[src/lsu_pkg.sv]
package lsu_pkg;

    // bytes per int8 result row
    localparam int ROW_BYTES = 16;

    // one int8 row from the matrix unit
    typedef logic [ROW_BYTES*8-1:0] row_t;

    // all sixteen rows side by side, row 0 in the low bits
    typedef row_t [ROW_BYTES-1:0] mxu_rows_t;

    // row index into the MXU result block
    typedef logic [3:0] row_idx_t;

    // byte position inside a row
    typedef logic [3:0] byte_pos_t;

    // window length code, 2^L bytes
    typedef logic [2:0] len_code_t;

    // rows per store instruction
    typedef logic [7:0] count_t;

    // byte address as carried in the instruction
    typedef logic [11:0] ld_st_addr_t;

    // SRAM word address, ld_st_addr[11:4]
    typedef logic [7:0] sram_addr_t;

    // store destination after flag priority
    typedef enum logic [1:0] {
        target_none = 2'd0,
        target_iram = 2'd1,
        target_wram = 2'd2
    } store_target_e;

    // store sequencer states
    typedef enum logic {
        seq_idle = 1'b0,
        seq_run  = 1'b1
    } seq_state_e;

endpackage

[src/lsu_store_seq.sv]
`timescale 1ns/1ps

module lsu_store_seq import lsu_pkg::*; (
    input  logic          clk,
    input  logic          rst_n,

    // from decode
    input  logic          seq_start,
    input  count_t        st_num,
    input  row_idx_t      st_start_y,
    input  sram_addr_t    st_base_addr,
    input  store_target_e st_target,

    // from mxu
    input  logic          mxu_lsu_data_rdy,

    // to row pack
    output logic          row_issue,
    output row_idx_t      issue_row,
    output sram_addr_t    issue_addr,

    // to decode
    output logic          seq_done
);

    seq_state_e state;
    count_t     remaining;
    row_idx_t   row_q;
    sram_addr_t addr_q;
    logic       skip;
    logic       last_issue;

    // nothing to write: zero rows or no target flag
    assign skip = (st_num == '0) || (st_target == target_none);

    // one row per edge while running and the mxu has data
    assign row_issue  = (state == seq_run) && mxu_lsu_data_rdy;
    assign last_issue = row_issue && (remaining == count_t'(1));

    assign issue_row  = row_q;
    assign issue_addr = addr_q;

    // empty instructions retire straight from the start pulse
    assign seq_done = (seq_start && skip) || last_issue;

    always_ff @(posedge clk or negedge rst_n) begin
        if (!rst_n) begin
            state     <= seq_idle;
            remaining <= '0;
        end else begin
            case (state)
                seq_idle: begin
                    if (seq_start && !skip) begin
                        state     <= seq_run;
                        remaining <= st_num;
                    end
                end
                seq_run: begin
                    if (row_issue) begin
                        remaining <= remaining - count_t'(1);
                        if (last_issue) begin
                            state <= seq_idle;
                        end
                    end
                end
                default: begin
                    state <= seq_idle;
                end
            endcase
        end
    end

    // row index wraps mod 16, address mod 256
    always_ff @(posedge clk) begin
        if (seq_start) begin
            row_q  <= st_start_y;
            addr_q <= st_base_addr;
        end else if (row_issue) begin
            row_q  <= row_q + row_idx_t'(1);
            addr_q <= addr_q + sram_addr_t'(1);
        end
    end

    // a start never lands on a store that is still issuing
    a_no_start_while_issuing: assert property (
        @(posedge clk) disable iff (!rst_n)
        row_issue |-> !seq_start
    );

endmodule

[config.mk]
export PLATFORM = sky130hd
export DESIGN_NAME = lsu_store_seq
export DESIGN_NICKNAME = d
export VERILOG_FILES = /design/src/lsu_pkg.sv /design/src/lsu_store_seq.sv
export SDC_FILE = /design/constraint.sdc
export NUM_CORES = 1
export LEC_CHECK = 0
export ABC_AREA = 1
export BUFFER_PORTS_ARGS = -buffer_cell sky130_fd_sc_hd__buf_2
export CORE_MARGIN = 2
export CORE_UTILIZATION = 55
export CTS_CLUSTER_SIZE = 28
export DETAILED_ROUTE_END_ITERATION = 12
export PLACE_DENSITY = 0.86
export SLEW_MARGIN = 10
export SYNTH_ARGS = -nofsm -noshare
export SYNTH_HDL_FRONTEND = slang
export SYNTH_SLANG_ARGS = --single-unit
[constraint.sdc]
create_clock -name clk -period 4 [get_ports clk]
set_clock_uncertainty 0.15 [all_clocks]
set_input_delay 0.2 -clock clk [delete_from_list [all_inputs] [get_ports clk]]
set_output_delay 0.2 -clock clk [all_outputs]
set_load 0.005 [all_outputs]
==> impl_metrics.py, run 1 <==
metrics = {
    "outcome": {
        "outcome": "complete, no violations",
    },
    "synthesis": {
        "synth-edff-count": 12,
        "synth_top_area_cell": "edfxtp_1",
        "ys_types": 29,
        "yosys.area.top_type_share_pct": 26.18,
        "ys_seq_elements": 21,
        "synth_area_leaders": "edfxtp_1, dfrtp_1, nand2_1",
        "yosys_warnings": 0,
        "synth_ff_type": "edfxtp_1",
        "ys_seq_area_share_pct": 42.55,
        "synth_area_um2": 1376,
        "ys_top_cells_by_count": "nand2_1, nand3_1, nor2_1",
        "avgSynthCellArea_um2": 8.049,
        "synth_most_common_cell": "nand2_1",
        "synth_fp_nets": 201,
        "async_flop_share_pct": 42.86,
        "synthCells": 171,
    },
    "worst_hold_path": {
        "hold_depth": 3,
        "min_path_type": "in -> reg",
        "hp-start": "st_start_y[1]",
        "holdPathEnd": "issue_row[1]",
    },
    "die": {
        "coreArea_um2": 2432,
        "dieHeight_um": 54.03,
        "dieArea_um2": 2919,
        "chipWidth_um": 54.03,
        "start_util_pct": 56.58,
        "ios": 40,
        "rows": 18,
    },
    "global_route": {
        "grt_pass1_wl_um": 4353,
        "grt_antenna_before_repair": 0,
        "grt_max_degree": 22,
        "grtUsageTotal_pct": 20.49,
        "grt_pass1_vias": 1091,
        "grt-ovfl-total": 0,
    },
    "clocking": {
        "clk_latency_ps": 300,
        "cts.path.max_buffers": 2,
        "h-tree-depth": 1,
        "cts_tree": "built",
        "cts_resized": 0,
        "cts-root-buf": "clkbuf_4",
        "cts_made_buffers": 3,
        "cts_sinks": 21,
        "path_clk_slew_ps": 120,
    },
    "detailed_routing": {
        "drcViolationCount": 0,
        "drt-total-wl_um": 2771,
        "wl_per_cell_um": 11.55,
        "vias": 1251,
        "drt_iter0_drc": 36,
        "postRouteAntennaNets": 0,
        "via_per_inst": 5.213,
        "drtPass1Iterations": 5,
    },
    "critical_path": {
        "r2r-end": "issue_addr[5]",
        "rr_worst_depth": 2,
        "cp.arrival_ps": 1600,
        "worstSetupPathType": "reg -> out",
        "required_ps": 3650,
        "r2r_start": "state",
        "r2r_slack_ps": 2380,
        "path_max_fanout": 9,
        "setup.worst_path.end_class": "primary output",
        "start_kind": "flop",
    },
    "final_layout": {
        "finalNonFillerCells": 240,
        "drive_gt1_share_pct": 30.00,
        "insertedDiodeCount": 0,
        "area_delta_synth_final_pct": 16.73,
        "stdcell_area_um2": 1607,
        "fin_util_pct": 66.05,
        "final_nets": 241,
    },
    "place": {
        "gp_congestion": 0.9083,
        "dp_hpwl_um": 2184,
        "io_buffers": 39,
        "place_area_um2": 1570,
        "numPlacedInstances": 235,
    },
    "timing": {
        "final_max_slew_viol_count": 0,
        "tightest_slew_ps": 467.7,
        "hold_violations": 0,
        "fmax_ghz": 0.5120,
        "rsz0062_at_grt": "false",
        "finalCritPeriodShare_pct": 48.83,
        "setup_tns_ps": 0,
        "setup_violations": 0,
        "relSlewSlack_pct": 68.75,
        "period_needed_ps": 1953,
    },
    "pwr": {
        "p_leak_uw": 0.0007945,
        "powerDensity_nw_per_um2": 544.7,
        "ir_drop_uv": 393.9,
    },
    "flow_run": {
        "maxCapViolCount": 0,
    },
}
## power breakdown
part           switching, uW  internal (uW)  total, uW
combinational            233            161        394
sequential              74.9            306        381
clock                   62.0           38.8        101
## worst max path at each step
stage / startpoint / to / slack (ps)
floorplan: issue_addr[0] / issue_addr[6] / 2550
global placement: state / issue_addr[4] / 2420
detailed placement: state / issue_addr[6] / 2400
CTS: state / seq_done / 2060
global route: state / seq_done / 1950
finish: state / seq_done / 2050
## registers in the layout, summed over array words and instances, names as in the netlist
register	flops
state	1
issue_addr	8
issue_row	4
remaining	8
## metrics by stage
stage | power, uW | hold slack, ps | setup WS, ps
final | 875.1 | 21.43 | 2047
after detailed placement | 778.8 | -86.70 | 2396
after CTS | 880.2 | 24.11 | 2060
after floorplan | 683.8 | -245.6 | 2545
after global placement | 772.6 | -83.72 | 2417
after global routing | 962.5 | 30.39 | 1952
## metal layers
metal / GRT usage [%] / routed length (um) / up-vias
met5: 0 / 0 / -
li1: - / - / 639
met2: 40.04 / 1419 / 44
met3: 1.667 / 133 / 0
met4: 3.750 / 0 / 0
met1: 24.33 / 1218 / 568
## area by class of cell
cell class,instances,area (um2)
Inverter,13,48.80
Multi-Input combinational cell,132,703.2
Fill cell,216,825.8
Clock buffer,4,26.28
Timing Repair Buffer,40,205.2
Sequential cell,21,585.6
Tap cell,30,37.54
## placed cells by master (no fill, tap or decap), drive strengths merged
cell type / n
or2: 2
nor2: 18
o21bai: 2
dfrtp: 9
nand3: 17
xnor2: 1
a22o: 1
nand2: 61
xor2: 3
inv: 13
edfxtp: 12
ha: 4
clkbuf: 4
nor3: 1
buf: 39
nand4: 2
a21oi: 2
o21ai: 18
dlygate4sd3: 1
## timing repair
item	CTS	global route
endpoints found under the hold margin	9	0
endpoints found under the setup margin	0	0
setup buffers	0	0
hold buffers	1	0
## critical path, stage by stage (launching register included)
cell and delay, ps:
dfrtp_1 600, nand2_4 130, inv_1 100, nand3_1 60, nor3_1 170, or2_1 140
buf_2 100
## logic make-up (layout without fill, tap and decap cells)
| kind of cell | count (synthesis) | count (layout) | synth area share (%) |
|---|---|---|---|
| adder cells (fa/ha/maj) | 4 | 4 | 3.637 |
| AND/OR/NAND/NOR | 101 | 101 | 34.55 |
| AO/OA/AOI/OAI | 23 | 23 | 10.36 |
| XOR/XNOR | 4 | 4 | 2.546 |
| flip-flops | 21 | 21 | 42.55 |
| buffers and inverters | 18 | 57 | 6.363 |
Power figures use the tool's default switching activity.
==> inputs of run 2 (changes only) <==
--- a/config.mk
+++ b/config.mk
@@ -8,10 +8,10 @@
 export ABC_AREA = 1
 export BUFFER_PORTS_ARGS = -buffer_cell sky130_fd_sc_hd__buf_2
 export CORE_MARGIN = 2
-export CORE_UTILIZATION = 55
+export CORE_UTILIZATION = 51
 export CTS_CLUSTER_SIZE = 28
 export DETAILED_ROUTE_END_ITERATION = 12
-export PLACE_DENSITY = 0.86
+export PLACE_DENSITY = 0.81
 export SLEW_MARGIN = 10
 export SYNTH_ARGS = -nofsm -noshare
 export SYNTH_HDL_FRONTEND = slang
==> constraint.sdc (replaced) <==
create_clock -name clk -period 1.8 [get_ports clk]
set_clock_uncertainty 0.15 [all_clocks]
set_input_delay 0.09 -clock clk [delete_from_list [all_inputs] [get_ports clk]]
set_output_delay 0.09 -clock clk [all_outputs]
set_load 0.005 [all_outputs]
==> impl_metrics.py, run 2 (synthesis results as in run 1) <==
metrics = {
    "outcome": {
        "outcome": "finished with violations",
        "violations": "hold timing",
    },
    "critical_path": {
        "slowest_stage": "dfrtp_1",
        "cp_num_buf_inv": 1,
        "cp.arrival_ps": 1530,
        "rr_worst_depth": 6,
        "r2r_start": "issue_addr[0]",
        "required_ps": 1560,
        "setup.worst_path.end_class": "primary output",
        "critical-path-top-delay-family": "flip-flops",
        "path_max_fanout": 4,
        "max_stage_delay_ps": 440,
        "worstSetupPathType": "reg -> out",
        "crit_chain": "ha_1 -> nand3_1 -> nor3_2 -> or2_1 -> buf_2",
        "start_kind": "flop",
        "r2r_slack_ps": 160,
        "r2r-end": "issue_addr[6]",
    },
    "die": {
        "rows": 18,
        "coreArea_um2": 2522,
        "dieHeight_um": 55.95,
        "dieArea_um2": 3130,
        "chipWidth_um": 55.95,
        "ios": 40,
        "start_util_pct": 54.56,
    },
    "global_route": {
        "grt_antenna_before_repair": 0,
        "grt_pass1_vias": 1351,
        "grt_pass1_wl_um": 5906,
        "grt-ovfl-total": 0,
        "grt_max_degree": 22,
        "grtUsageTotal_pct": 23.84,
    },
    "pwr": {
        "p_leak_uw": 0.0008988,
        "total_power_uw": 2072,
        "ir_drop_uv": 761.3,
        "powerDensity_nw_per_um2": 1119,
    },
    "place": {
        "numPlacedInstances": 236,
        "gp_congestion": 0.8936,
        "io_buffers": 39,
        "place_ws_ps": 286.7,
        "dp_hpwl_um": 2276,
    },
    "final_layout": {
        "final_nets": 265,
        "fillCellCount": 185,
        "drive_gt1_share_pct": 29.91,
        "fin_util_pct": 73.41,
        "seq_area_um2": 586.8,
        "insertedDiodeCount": 0,
        "most-common-layout-cells": "nand2_1, buf_2, dlygate4sd3_1",
        "layout_commonest_cell": "nand2_1",
        "area_delta_synth_final_pct": 34.55,
        "finalNonFillerCells": 264,
        "multiInputGateArea_um2": 713.2,
    },
    "timing": {
        "whs_ps": -5.840,
        "final_max_slew_viol_count": 0,
        "period_needed_ps": 1772,
        "relSlewSlack_pct": 77.91,
        "timing.final.ws_setup_ps": 27.80,
        "tightest_slew_ps": 331.3,
        "hold_violations": 5,
        "setup_violations": 0,
        "finalCritPeriodShare_pct": 98.46,
        "setup_tns_ps": 0,
        "fmax_ghz": 0.5643,
    },
    "clocking": {
        "h-tree-depth": 1,
        "cts-root-buf": "clkbuf_4",
        "clk_latency_ps": 300,
        "cts_sinks": 21,
        "path_clk_slew_ps": 120,
        "cts_made_buffers": 3,
        "cts.path.max_buffers": 2,
        "cts_tree": "built",
    },
    "worst_hold_path": {
        "min_path_type": "in -> async",
    },
    "detailed_routing": {
        "vias": 1371,
        "drt_iter0_drc": 76,
        "postRouteAntennaNets": 0,
        "drtPass1Iterations": 4,
        "via_per_inst": 5.193,
        "drt-total-wl_um": 3595,
        "drcViolationCount": 0,
        "wl_per_cell_um": 13.62,
    },
    "flow_run": {
        "maxCapViolCount": 0,
    },
}
==> run 2: where the power goes <==
group	internal, uW	total [uW]	switching (uW)
Clock	82.9	225	143
Combinational	417	997	580
Sequential	681	849	169
Total	1180	2070	892
==> run 2: per-layer routing <==
metal	up-vias	GRT usage, %	routed length, um
li1	686	-	-
met4	0	7.483	48
met3	7	2.558	150
met2	59	46.77	1993
met5	-	0	0
met1	619	26.58	1402
==> run 2: final cells by class <==
class,count,share of cell area [%]
inverters,13,2.635
multi-input cells,132,38.51
flip-flops and latches,21,31.69
well taps,30,2.027
clock inverters,1,0.2703
clock buffers,3,1.216
repair buffers,64,23.65
==> run 2: worst max path at each step <==
stage | endpoint | start | slack (ps) | cells after the start
6_report | seq_done | remaining[0] | 30 | 5
5_1_grt | seq_done | remaining[1] | -10 | 6
4_1_cts | seq_done | remaining[1] | 40 | 6
3_5_place_dp | seq_done | state | 290 | 6
3_3_place_gp | seq_done | state | 300 | 6
2_1_floorplan | issue_addr[6] | issue_addr[0] | 350 | 6
==> run 2: repair_timing <==
item,CTS,global route
hold buffers,22,0
setup buffers,0,2
gates resized for setup,2,2
endpoints found under the hold margin,29,0
endpoints found under the setup margin,1,1
==> run 2: stage by stage <==
step           cell area, um2  hold WS (ps)
6_report                 1852        -5.840
5_1_grt                  1852         15.31
4_1_cts                  1832         13.97
3_5_place_dp             1578        -195.1
3_3_place_gp             1578        -190.6
2_1_floorplan            1376        -355.6
