[config.mk]
export PLATFORM = sky130hd
export DESIGN_NAME = lsu_decode
export DESIGN_NICKNAME = d
export VERILOG_FILES = /design/src/lsu_pkg.sv /design/src/lsu_decode.sv
export SDC_FILE = /design/constraint.sdc
export NUM_CORES = 1
export LEC_CHECK = 0
export BUFFER_PORTS_ARGS = -buffer_cell sky130_fd_sc_hd__buf_4
export CAP_MARGIN = 20
export CORE_MARGIN = 5
export CORE_UTILIZATION = 35
export CTS_CLUSTER_DIAMETER = 150
export DETAILED_ROUTE_END_ITERATION = 7
export PLACE_DENSITY_LB_ADDON = 0.2
export SKIP_CTS_REPAIR_TIMING = 1
export SYNTH_ARGS = -nofsm -noshare
export SYNTH_HDL_FRONTEND = slang
export SYNTH_SLANG_ARGS = --single-unit
[constraint.sdc]
create_clock -name clk -period 1.6 [get_ports clk]
set_clock_uncertainty 0.15 [all_clocks]
set_input_delay 0.32 -clock clk [delete_from_list [all_inputs] [get_ports clk]]
set_output_delay 0.32 -clock clk [all_outputs]
set_load 0.02 [all_outputs]
[src/lsu_pkg.sv]
package lsu_pkg;

    // bytes per int8 result row
    localparam int ROW_BYTES = 16;

    // one int8 row from the matrix unit
    typedef logic [ROW_BYTES*8-1:0] row_t;

    // all sixteen rows side by side, row 0 in the low bits
    typedef row_t [ROW_BYTES-1:0] mxu_rows_t;

    // row index into the MXU result block
    typedef logic [3:0] row_idx_t;

    // byte position inside a row
    typedef logic [3:0] byte_pos_t;

    // window length code, 2^L bytes
    typedef logic [2:0] len_code_t;

    // rows per store instruction
    typedef logic [7:0] count_t;

    // byte address as carried in the instruction
    typedef logic [11:0] ld_st_addr_t;

    // SRAM word address, ld_st_addr[11:4]
    typedef logic [7:0] sram_addr_t;

    // store destination after flag priority
    typedef enum logic [1:0] {
        target_none = 2'd0,
        target_iram = 2'd1,
        target_wram = 2'd2
    } store_target_e;

    // store sequencer states
    typedef enum logic {
        seq_idle = 1'b0,
        seq_run  = 1'b1
    } seq_state_e;

endpackage

[src/lsu_decode.sv]
`timescale 1ns/1ps

module lsu_decode import lsu_pkg::*; (
    input  logic          clk,
    input  logic          rst_n,

    // from idu
    input  logic          idu_lsu_vld,
    input  logic          idu_lsu_st_iram,
    input  logic          idu_lsu_st_wram,
    input  count_t        idu_lsu_num,
    input  len_code_t     idu_lsu_len,
    input  byte_pos_t     idu_lsu_start_x,
    input  row_idx_t      idu_lsu_start_y,
    input  ld_st_addr_t   idu_lsu_ld_st_addr,

    // from store sequencer
    input  logic          seq_done,

    // to idu
    output logic          lsu_idu_rdy,

    // to store sequencer
    output logic          seq_start,
    output count_t        st_num,
    output row_idx_t      st_start_y,
    output sram_addr_t    st_base_addr,

    // to row pack
    output byte_pos_t     st_start_x,
    output len_code_t     st_len,
    output store_target_e st_target
);

    logic          busy;
    logic          accept;
    store_target_e target_nxt;

    assign lsu_idu_rdy = ~busy;
    assign accept      = idu_lsu_vld & lsu_idu_rdy;

    // iram wins when both flags are set
    always_comb begin
        if (idu_lsu_st_iram) begin
            target_nxt = target_iram;
        end else if (idu_lsu_st_wram) begin
            target_nxt = target_wram;
        end else begin
            target_nxt = target_none;
        end
    end

    // busy from accept until the sequencer reports the last row
    always_ff @(posedge clk or negedge rst_n) begin
        if (!rst_n) begin
            busy      <= 1'b0;
            seq_start <= 1'b0;
            st_target <= target_none;
        end else begin
            seq_start <= accept;
            if (accept) begin
                busy      <= 1'b1;
                st_target <= target_nxt;
            end else if (seq_done) begin
                busy <= 1'b0;
            end
        end
    end

    // instruction fields, held until the next accept
    always_ff @(posedge clk) begin
        if (accept) begin
            st_num       <= idu_lsu_num;
            st_start_y   <= idu_lsu_start_y;
            st_base_addr <= idu_lsu_ld_st_addr[11:4];
            st_start_x   <= idu_lsu_start_x;
            st_len       <= idu_lsu_len;
        end
    end

    // done only ever closes an instruction that is in flight
    a_done_while_busy: assert property (
        @(posedge clk) disable iff (!rst_n)
        seq_done |-> busy
    );

endmodule

==> metrics.md, run 1 <==
| Metric | Value |
|---|---|
| Worst EP arrival | 960 ps |
| Worst Tran Pin Value | 212 ps |
| Commonest cells after routing, fill and taps aside | buf_4 (65), edfxtp_1 (27), dlygate4sd3_1 (23) |
| # nets final | 169 |
| Row Count | 19 |
| CTS Buffer Depth | 2 |
| Leak | 0.797 nW |
| Congestion Overflow GR | 0 |
| Worst Hold Class | in -> reg |
| Status | finished clean |
| Reg2reg end | st_num[4] |
| Hold_ws | 26.1 ps |
| Setup_tns | 0 ps |
| Endpoints failing setup | 0 |
| Hold endpoint | st_start_y[0] |
| Min Clock Period, post-route | 1430 ps |
| Post-synthesis sequential area ratio | 93.6% |
| Initial antenna violation count | 0 |
| Number of synthesized register bits | 31 |
| DRT iter0 DRCs | 4 |
| Clk_lat worst skew | 320 ps |
| Die Ht | 62.7 um |
| P per Cell Area | 1070 nW/um2 |
| Detailed Routing Iterations Pass 1 | 2 |
| GRT Util Overall | 10.5% |
| Synth area leaders | edfxtp_1 (83%), dfrtp_1 (10%), mux2_4 (3.1%), nor2b_4 (1.4%), and2b_1 (0.77%) |
| Synth top area share | 83.3% |
| Syn-to-layout area delta | 86.6% |
| Via count | 693 |
| Period utilisation layout | 89.5% |
| CP max FO | 2 |
| Commonest non-fill, non-tap cell in the layout | buf_4 |
| CP endpoint kind | output pin |
| Synth Area per Inst | 26.3 um2 |
| I/O pins | 68 |
| Post-Syn Area | 973 um2 |
| Syn_nets | 74 |
| Full die area | 3940 um2 |
| Final Hold Fails | 0 |
| Reg area | 911 um2 |
| Compound-cell area share of the yosys netlist | 0.771% |
| RSZ-0062 raised after global routing | false |
| Slew Limit Fails | 0 |
| FF-to-FF Start | busy |
| Crit start category | flop |
| Root Driver | clkbuf_4 |
| Peak VDD IR | 0.911 mV |
| Worst Hold Depth | 1 |
| Share of layout cells above drive strength 1 | 57.1% |
| Post-DP HPWL | 1630 um |
| XOR/XNOR Fraction of Synth Area | 0% |
| Fillers | 208 |
| Multi-input gate area | 58.8 um2 |
| Yosys cell types | 7 |
| Die X | 62.7 um |
| Largest family of logic cells by synthesized area | multiplexers |
| Core box area | 2710 um2 |
| CP required | 1130 ps |
| Cts bufs inserted | 5 |
| Yosys warns | 0 |
| Reg clk slew, reported paths | 90 ps |
| TritonCTS Sinks | 31 |
| CTS tree | built |
| Post-synth top area cell | edfxtp_1 |
| DRT Wirelength | 2270 um |
| Effective utilization at floorplan | 35.9% |
| IO Port Bufs | 63 |
| Vias/cell | 4.23 |
| Synth Area in Adders | 0% |
| Post-Syn Instances | 37 |
| Post-synthesis simple-gate area fraction | 2.19% |
| Reg-to-reg slack, setup | 240 ps |
| Worst hold path startpoint | idu_lsu_start_y[0] |
| Global-route wire length before repair | 3060 um |
| Largest net degree at the start of global routing | 18 |
| WL per Instance | 13.8 um |
| Placer Congestion | 0.646 |
| Vias in the first global route | 642 |
| CTS HTree Levels | 2 |
| Antenna Nets Post-Route | 0 |
| DR DRC count | 0 |
| Fmax | 698 MHz |
| Ant diodes | 0 |
| Max-slew headroom | 85.9% |
| Multiplexer share of the synthesized area | 3.08% |
| MaxCap Viol Count | 0 |
| Setup CP Type | reg -> out |
| Worst R2R Path Depth | 2 |
## sequential cells by signal (all words and copies together), names as in the netlist
register,flops
st_base_addr,8
st_num,8
st_start_x,4
st_start_y,4
st_len,3
st_target,2
busy,1
seq_start,1
## worst max-delay path by stage
| stage | depth (start not counted) | slack [ps] | to | start |
|---|---|---|---|---|
| 6_report | 2 | 170 | lsu_idu_rdy | busy |
| 5_1_grt | 2 | 110 | lsu_idu_rdy | busy |
| 4_1_cts | 2 | 150 | lsu_idu_rdy | busy |
| 3_5_place_dp | 3 | 220 | st_num[7] | idu_lsu_vld |
| 3_3_place_gp | 3 | 250 | st_base_addr[4] | idu_lsu_vld |
| 2_1_floorplan | 2 | 70 | st_target[0] | busy |
## per-stage QoR
stage                     instances  setup WS (ps)  utilization (%)  instance area [um2]  power, mW
after floorplan                  37           66.6                -                  973       1.13
after global placement          133            253             55.4                 1500       1.30
after detailed placement        133            220             55.4                 1500       1.31
after CTS                       141            146             58.5                 1590       1.93
after global routing            164            112             67.0                 1820       2.04
final                           164            168             67.0                 1820       1.95
## power breakdown
part	internal [mW]	switching [mW]	total, mW
Sequential	0.958	0.0241	0.982
Combinational	0.187	0.159	0.347
Clock	0.369	0.255	0.624
## critical path, stage by stage, from the launching register on
cell,delay [ps]
dfrtp_1,420
inv_1,90
buf_4,140
## routing by layer
layer | share of wire [%] | global-route usage (%) | vias to the layer above
li1 | - | - | 333
met1 | 30 | 9.58 | 323
met2 | 58 | 18.1 | 35
met3 | 11 | 7.19 | 2
met4 | 0.84 | 3.98 | 0
met5 | 0 | 0 | -
## area by class of cell
cell class	instances	share of cell area (%)
Clock buffer	6	2.82
Clock inverter	2	1.93
Inverter	1	0.207
Multi-Input combinational cell	5	3.24
Sequential cell	31	50.1
Tap cell	31	2.13
Timing Repair Buffer	88	39.5
## cell usage after synthesis
cell	count
edfxtp_1	27
nor2b_4	1
and2b_1	1
inv_1	1
mux2_4	2
dfrtp_1	4
o21bai_1	1
## kinds of logic after synthesis
kind of cell	Yosys count
buf+inv	1
flops	31
mux	2
simple gates	2
compound gates	1
No activity file was read; power rests on OpenSTA's default activity.
==> run 2, diff against run 1 <==
--- a/config.mk
+++ b/config.mk
@@ -7,7 +7,7 @@
 export LEC_CHECK = 0
 export BUFFER_PORTS_ARGS = -buffer_cell sky130_fd_sc_hd__buf_4
 export CAP_MARGIN = 20
-export CORE_MARGIN = 5
+export CORE_MARGIN = 3
 export CORE_UTILIZATION = 35
 export CTS_CLUSTER_DIAMETER = 150
 export DETAILED_ROUTE_END_ITERATION = 7
==> run 2 against run 1 <==
Flip-flop and latch count unchanged; design area fell by 12%; die area fell by 12%; total power fell by 14%; fmax barely moved; clock power is 38% lower; critical endpoint unchanged; largest cell class unchanged; largest power group unchanged.
==> metrics.md, run 2 (synthesized netlist as in run 1, its figures left out) <==
| Metric | Value |
|---|---|
| Row Count | 18 (-1) |
| Crit-path slowest cell | dfrtp_1 |
| CP Cell Sequence | inv_1 -> buf_4 |
| Non-Filler Instances | 143 (-13%) |
| Max incr delay on CP | 410 ps (about the same) |
| Detailed Routing Iterations Pass 1 | 3 (+1) |
| DRT Wirelength | 1940 um (-14%) |
| Congestion Overflow GR | 0 (unchanged) |
| MaxCap Viol Count | 0 (unchanged) |
| CTS HTree Levels | 2 (unchanged) |
| # nets final | 150 (-11%) |
| Placer Congestion | 0.679 (+5.1%) |
| Initial antenna violation count | 0 (unchanged) |
| WL per Instance | 13.6 um (-1.8%) |
| Final worst slack | 167 ps (-0.465 ps) |
| Setup CP Type | reg -> out |
| Clk_lat worst skew | 310 ps (about the same) |
| Worst Tran Pin Value | 187 ps (-25.0 ps) |
| Global-route wire length before repair | 2820 um (-7.9%) |
| Post-place setup slack | 310 ps (+89.9 ps) |
| Core box area | 2570 um2 (-5.3%) |
| Status | finished clean |
| Reg clk slew, reported paths | 80 ps (about the same) |
| DR DRC count | 0 (unchanged) |
| I/O pins | 68 (unchanged) |
| Peak VDD IR | 0.698 mV (-23%) |
| Die Ht | 58.7 um (-6.4%) |
| CTS Buffer Depth | 2 (unchanged) |
| Finished layout cell area | 1600 um2 (-12%) |
| Cts bufs inserted | 5 (unchanged) |
| Int Power | 1.28 mW (-16%) |
| Max-slew headroom | 87.5% (+1.6 points) |
| GRT Util Overall | 11.5% (+0.96 points) |
| Period utilisation layout | 89.6% (about the same) |
| Leak | 0.701 nW (-12%) |
| Antenna Nets Post-Route | 0 (unchanged) |
| Worst Hold Class | in -> reg |
| CP endpoint kind | output pin |
| Syn-to-layout area delta | 64.1% |
| Worst EP arrival | 960 ps (about the same) |
| Setup_tns | 0 ps (unchanged) |
| Commonest cells after routing, fill and taps aside | buf_4 (64), edfxtp_1 (27), clkbuf_4 (5) |
| Ant diodes | 0 (unchanged) |
| DRT iter0 DRCs | 5 (+1) |
| Vias in the first global route | 612 (-4.7%) |
| Share of layout cells above drive strength 1 | 65.5% (+8.3 points) |
| Effective utilization at floorplan | 37.9% (+2.0 points) |
| CP max FO | 2 (unchanged) |
| Commonest non-fill, non-tap cell in the layout | buf_4 |
| RSZ-0062 raised after global routing | false |
| Full die area | 3450 um2 (-12%) |
| Largest net degree at the start of global routing | 20 (+2) |
| CTS tree | built |
| Reg power frac | 58.3% (+8.0 points) |
| Min Clock Period, post-route | 1430 ps (+0.465 ps) |
| Crit start category | flop |
| CP required | 1130 ps (about the same) |
| Clock share of power | 22.9% (-9.1 points) |
| Dpl cell area | 1510 um2 (+0.75%) |
| P per Cell Area | 1050 nW/um2 (-1.9%) |
| Net Sw Power | 0.408 mW (-7.1%) |
| Comb power frac | 18.8% (+1.1 points) |
| Sw Ratio | 24.2% (+1.7 points) |
| TritonCTS Sinks | 31 (unchanged) |
| Regs by FF count | st_base_addr: 8 flops, st_num: 8 flops |
| IO Port Bufs | 63 (unchanged) |
| Vias/cell | 4.24 (+0.45%) |
| Final Hold Fails | 0 (unchanged) |
| Root Driver | clkbuf_4 |
| Die X | 58.7 um (-6.4%) |
| Post-DP HPWL | 1450 um (-11%) |
| Placed cell count | 132 (-0.75%) |
| Endpoints failing setup | 0 (unchanged) |
| Slew Limit Fails | 0 (unchanged) |
| Fmax | 698 MHz (about the same) |
| Via count | 607 (-12%) |
-- run 2: changes by cell type in the layout (fill, tap and decap cells not counted), sizes merged --
cell,previous run,this run
dlygate4sd3,23,4
clkbuf,6,5
clkinv,1,2
bufinv,1,0
-- run 2: area by class of cell --
| type | count | area [um2] |
|---|---|---|
| flip-flops and latches | 31 | 911 |
| fillers | 207 | 970 |
| multi-input cells | 5 | 58.8 |
| inverters | 1 | 3.75 |
| repair buffers | 69 | 541 |
| clock buffers | 5 | 37.5 |
| well taps | 30 | 37.5 |
| clock inverters | 2 | 8.76 |
-- run 2: critical path, delay by kind of cell, from the launching register on --
| kind | cells | cell delay, ps |
|---|---|---|
| flops | 1 | 410 |
| buf+inv | 2 | 240 |
-- run 2: through the flow --
step	utilization [%]	hold WS (ps)	power, mW
6_report	62.2	12.1	1.68
5_1_grt	62.2	0.101	1.77
4_1_cts	60.7	-385	1.70
3_5_place_dp	58.9	-31.8	1.31
3_3_place_gp	58.9	-33.1	1.31
2_1_floorplan	-	-126	1.13
-- run 2: power by group through the flow --
stage / combinational, mW / sequential (mW) / clock, mW
floorplan: 0.0523 / 1.08 / 0
global placement: 0.308 / 0.998 / 0
detailed placement: 0.312 / 1.00 / 0
CTS: 0.313 / 0.982 / 0.409
global route: 0.334 / 0.989 / 0.447
finish: 0.316 / 0.982 / 0.386
-- run 2: worst paths after layout --
kind,startpoint,cells after the start,endpoint,slack [ps]
hold / removal,seq_done,2,busy,10
max in group asynchronous,rst_n,2,seq_start,1000
setup / recovery,busy,2,lsu_idu_rdy,170
min in group asynchronous,rst_n,2,st_target[0],200
setup reg to reg,busy,2,st_start_y[2],330
hold reg to reg,st_target[0],1,st_target[0],380
-- run 2: routing by layer --
| layer | wire [um] | GRT usage, % | up-vias |
|---|---|---|---|
| met2 | 1010 | 18.9 | 37 |
| met3 | 229 | 5.26 | 3 |
| li1 | - | - | 293 |
| met1 | 682 | 11.9 | 274 |
| met5 | 0 | 0 | - |
| met4 | 21 | 6.80 | 0 |
==> run 3, diff against run 2 <==
--- a/config.mk
+++ b/config.mk
@@ -8,7 +8,7 @@
 export BUFFER_PORTS_ARGS = -buffer_cell sky130_fd_sc_hd__buf_4
 export CAP_MARGIN = 20
 export CORE_MARGIN = 3
-export CORE_UTILIZATION = 35
+export CORE_UTILIZATION = 42
 export CTS_CLUSTER_DIAMETER = 150
 export DETAILED_ROUTE_END_ITERATION = 7
 export PLACE_DENSITY_LB_ADDON = 0.2
==> constraint.sdc (replaced) <==
create_clock -name clk -period 1.8 [get_ports clk]
set_clock_uncertainty 0.15 [all_clocks]
set_input_delay 0.36 -clock clk [delete_from_list [all_inputs] [get_ports clk]]
set_output_delay 0.36 -clock clk [all_outputs]
set_load 0.02 [all_outputs]
==> run 3 against run 2 <==
Non-clock buffer count decreased by 3; core utilization up 12 points; flip-flop and latch count did not move; combinational power down 16%; die area decreased by 15%; critical path type unchanged; register-to-register slack better by 160 ps; clock power down 8.0%; sequential power shrank 11%; cell count fell by 3.5%; largest cell class unchanged.
==> metrics.md, run 3 (synthesized netlist as in run 1, its figures left out) <==
| Metric | Value |
|---|---|
| Clk_lat worst skew | 320 ps (about the same) |
| Largest net degree at the start of global routing | 15 (-25%) |
| Die X | 54.1 um (-7.8%) |
| Cts bufs inserted | 5 (unchanged) |
| Worst Tran Pin Value | 177 ps (-9.56 ps) |
| Full die area | 2930 um2 (-15%) |
| Global-route wire length before repair | 2620 um (-7.1%) |
| Initial antenna violation count | 0 (unchanged) |
| Commonest non-fill, non-tap cell in the layout | buf_4 |
| Sw Ratio | 23.6% (-0.63 points) |
| Clock share of power | 23.8% (+0.9 points) |
| Reg power frac | 58.4% (about the same) |
| Antenna Nets Post-Route | 0 (unchanged) |
| Root Driver | clkbuf_4 |
| CTS tree | built |
| Commonest cells after routing, fill and taps aside | buf_4 (65), edfxtp_1 (27), clkbuf_4 (5) |
| CP max FO | 2 (unchanged) |
| Vias/cell | 4.34 (+2.3%) |
| Slew Limit Fails | 0 (unchanged) |
| Met2 routed WL | 986 um (-2.3%) |
| Detailed Routing Iterations Pass 1 | 4 (+1) |
| CP required | 1290 ps (+160 ps) |
| Ant diodes | 0 (unchanged) |
| Congestion Overflow GR | 0 (unchanged) |
| GRT Util Overall | 14.2% (+2.7 points) |
| Min Clock Period, post-route | 1460 ps |
| RSZ-0062 raised after global routing | false |
| Placed cell count | 129 (-2.3%) |
| Peak VDD IR | 0.736 mV (+5.4%) |
| Syn-to-layout area delta | 59.6% |
| CTS HTree Levels | 2 (unchanged) |
| Comb power frac | 17.9% (-0.9 points) |
| MaxCap Viol Count | 0 (unchanged) |
| Period utilisation layout | 80.9% |
| WL per Instance | 13.2 um (-2.6%) |
| # nets final | 147 (-2.0%) |
| CP endpoint kind | output pin |
| IO Port Bufs | 63 (unchanged) |
| Crit start category | flop |
| Setup_tns | 0 ps (unchanged) |
| DR DRC count | 0 (unchanged) |
| Non-Filler Instances | 138 (-3.5%) |
| Die Ht | 54.1 um (-7.8%) |
| Net Sw Power | 0.352 mW (-14%) |
| Row Count | 16 (-2) |
| Effective utilization at floorplan | 46.8% (+8.8 points) |
| P per Cell Area | 962 nW/um2 (-8.8%) |
| Placer Congestion | 0.648 (-4.5%) |
| Leak | 0.683 nW (-2.6%) |
| DRT Wirelength | 1830 um (-6.0%) |
| Endpoints failing setup | 0 (unchanged) |
| Core box area | 2080 um2 (-19%) |
| CTS Buffer Depth | 2 (unchanged) |
| Metal-1 WL | 601 um (-12%) |
| Via count | 599 (-1.3%) |
| Worst Hold Class | in -> reg |
| Status | finished clean |
| Vias in the first global route | 560 (-8.5%) |
| Final Hold Fails | 0 (unchanged) |
| Reg-to-reg slack, setup | 490 ps (+160 ps) |
| Setup CP Type | reg -> out |
| TritonCTS Sinks | 31 (unchanged) |
| DR WL met3 | 227 um (-0.87%) |
| Fmax | 687 MHz |
| Max-slew headroom | 88.2% (+0.66 points) |
| Regs by FF count | st_base_addr: 8 flops, st_num: 8 flops |
| I/O pins | 68 (unchanged) |
| Worst EP arrival | 950 ps (about the same) |
| Top sig layer | met4 |
| Int Power | 1.14 mW (-11%) |
| Share of layout cells above drive strength 1 | 65.8% (+0.28 points) |
| DRT iter0 DRCs | 14 (+9) |
| Reg clk slew, reported paths | 80 ps (about the same) |
-- run 3: changes by cell type in the layout (fill, tap and decap cells not counted), sizes merged --
cell	change
dlygate4sd3	-3
clkbuf	+3
clkinv	-2
-- run 3: critical path, stage by stage (launching register included) --
cell     delay, ps
dfrtp_1        410
inv_1           80
buf_4          140
-- run 3: final timing paths --
path	startpoint	end	cells past startpoint
max	busy	lsu_idu_rdy	2
max reg2reg	busy	st_num[1]	2
max in group asynchronous	rst_n	st_target[1]	2
min reg2reg	busy	seq_start	1
min in group asynchronous	rst_n	seq_start	2
min	seq_done	busy	2
-- run 3: routing by layer --
metal  up-vias  global-route usage (%)
met5         -                       0
met2        39                    22.5
li1        291                       -
met4         0                    7.47
met3         2                    9.14
met1       267                    14.2
-- run 3: power groups by stage --
stage	registers [mW]	logic [mW]	clock network, mW
finish	0.873	0.267	0.355
global route	0.878	0.287	0.410
CTS	0.874	0.269	0.373
detailed placement	0.889	0.269	0
global placement	0.887	0.265	0
floorplan	0.958	0.0465	0
-- run 3: area by class of cell --
class | count | area [um2]
multi-input combinational | 5 | 58.8
sequential | 31 | 911
inverter | 1 | 3.75
timing repair buffer | 66 | 498
clock buffer | 8 | 48.8
tap | 27 | 33.8
fill | 123 | 528
-- run 3: metrics by stage --
step                hold WS, ps  utilization [%]  setup slack, ps  instance area (um2)  power, mW
floorplan                 -85.6                -              267                  973       1.00
global placement           7.00             71.8              455                 1500       1.15
detailed placement         7.29             71.8              423                 1500       1.16
CTS                        -350             74.2              321                 1540       1.52
global route               22.3             74.6              289                 1550       1.57
finish                     51.1             74.6              344                 1550       1.49
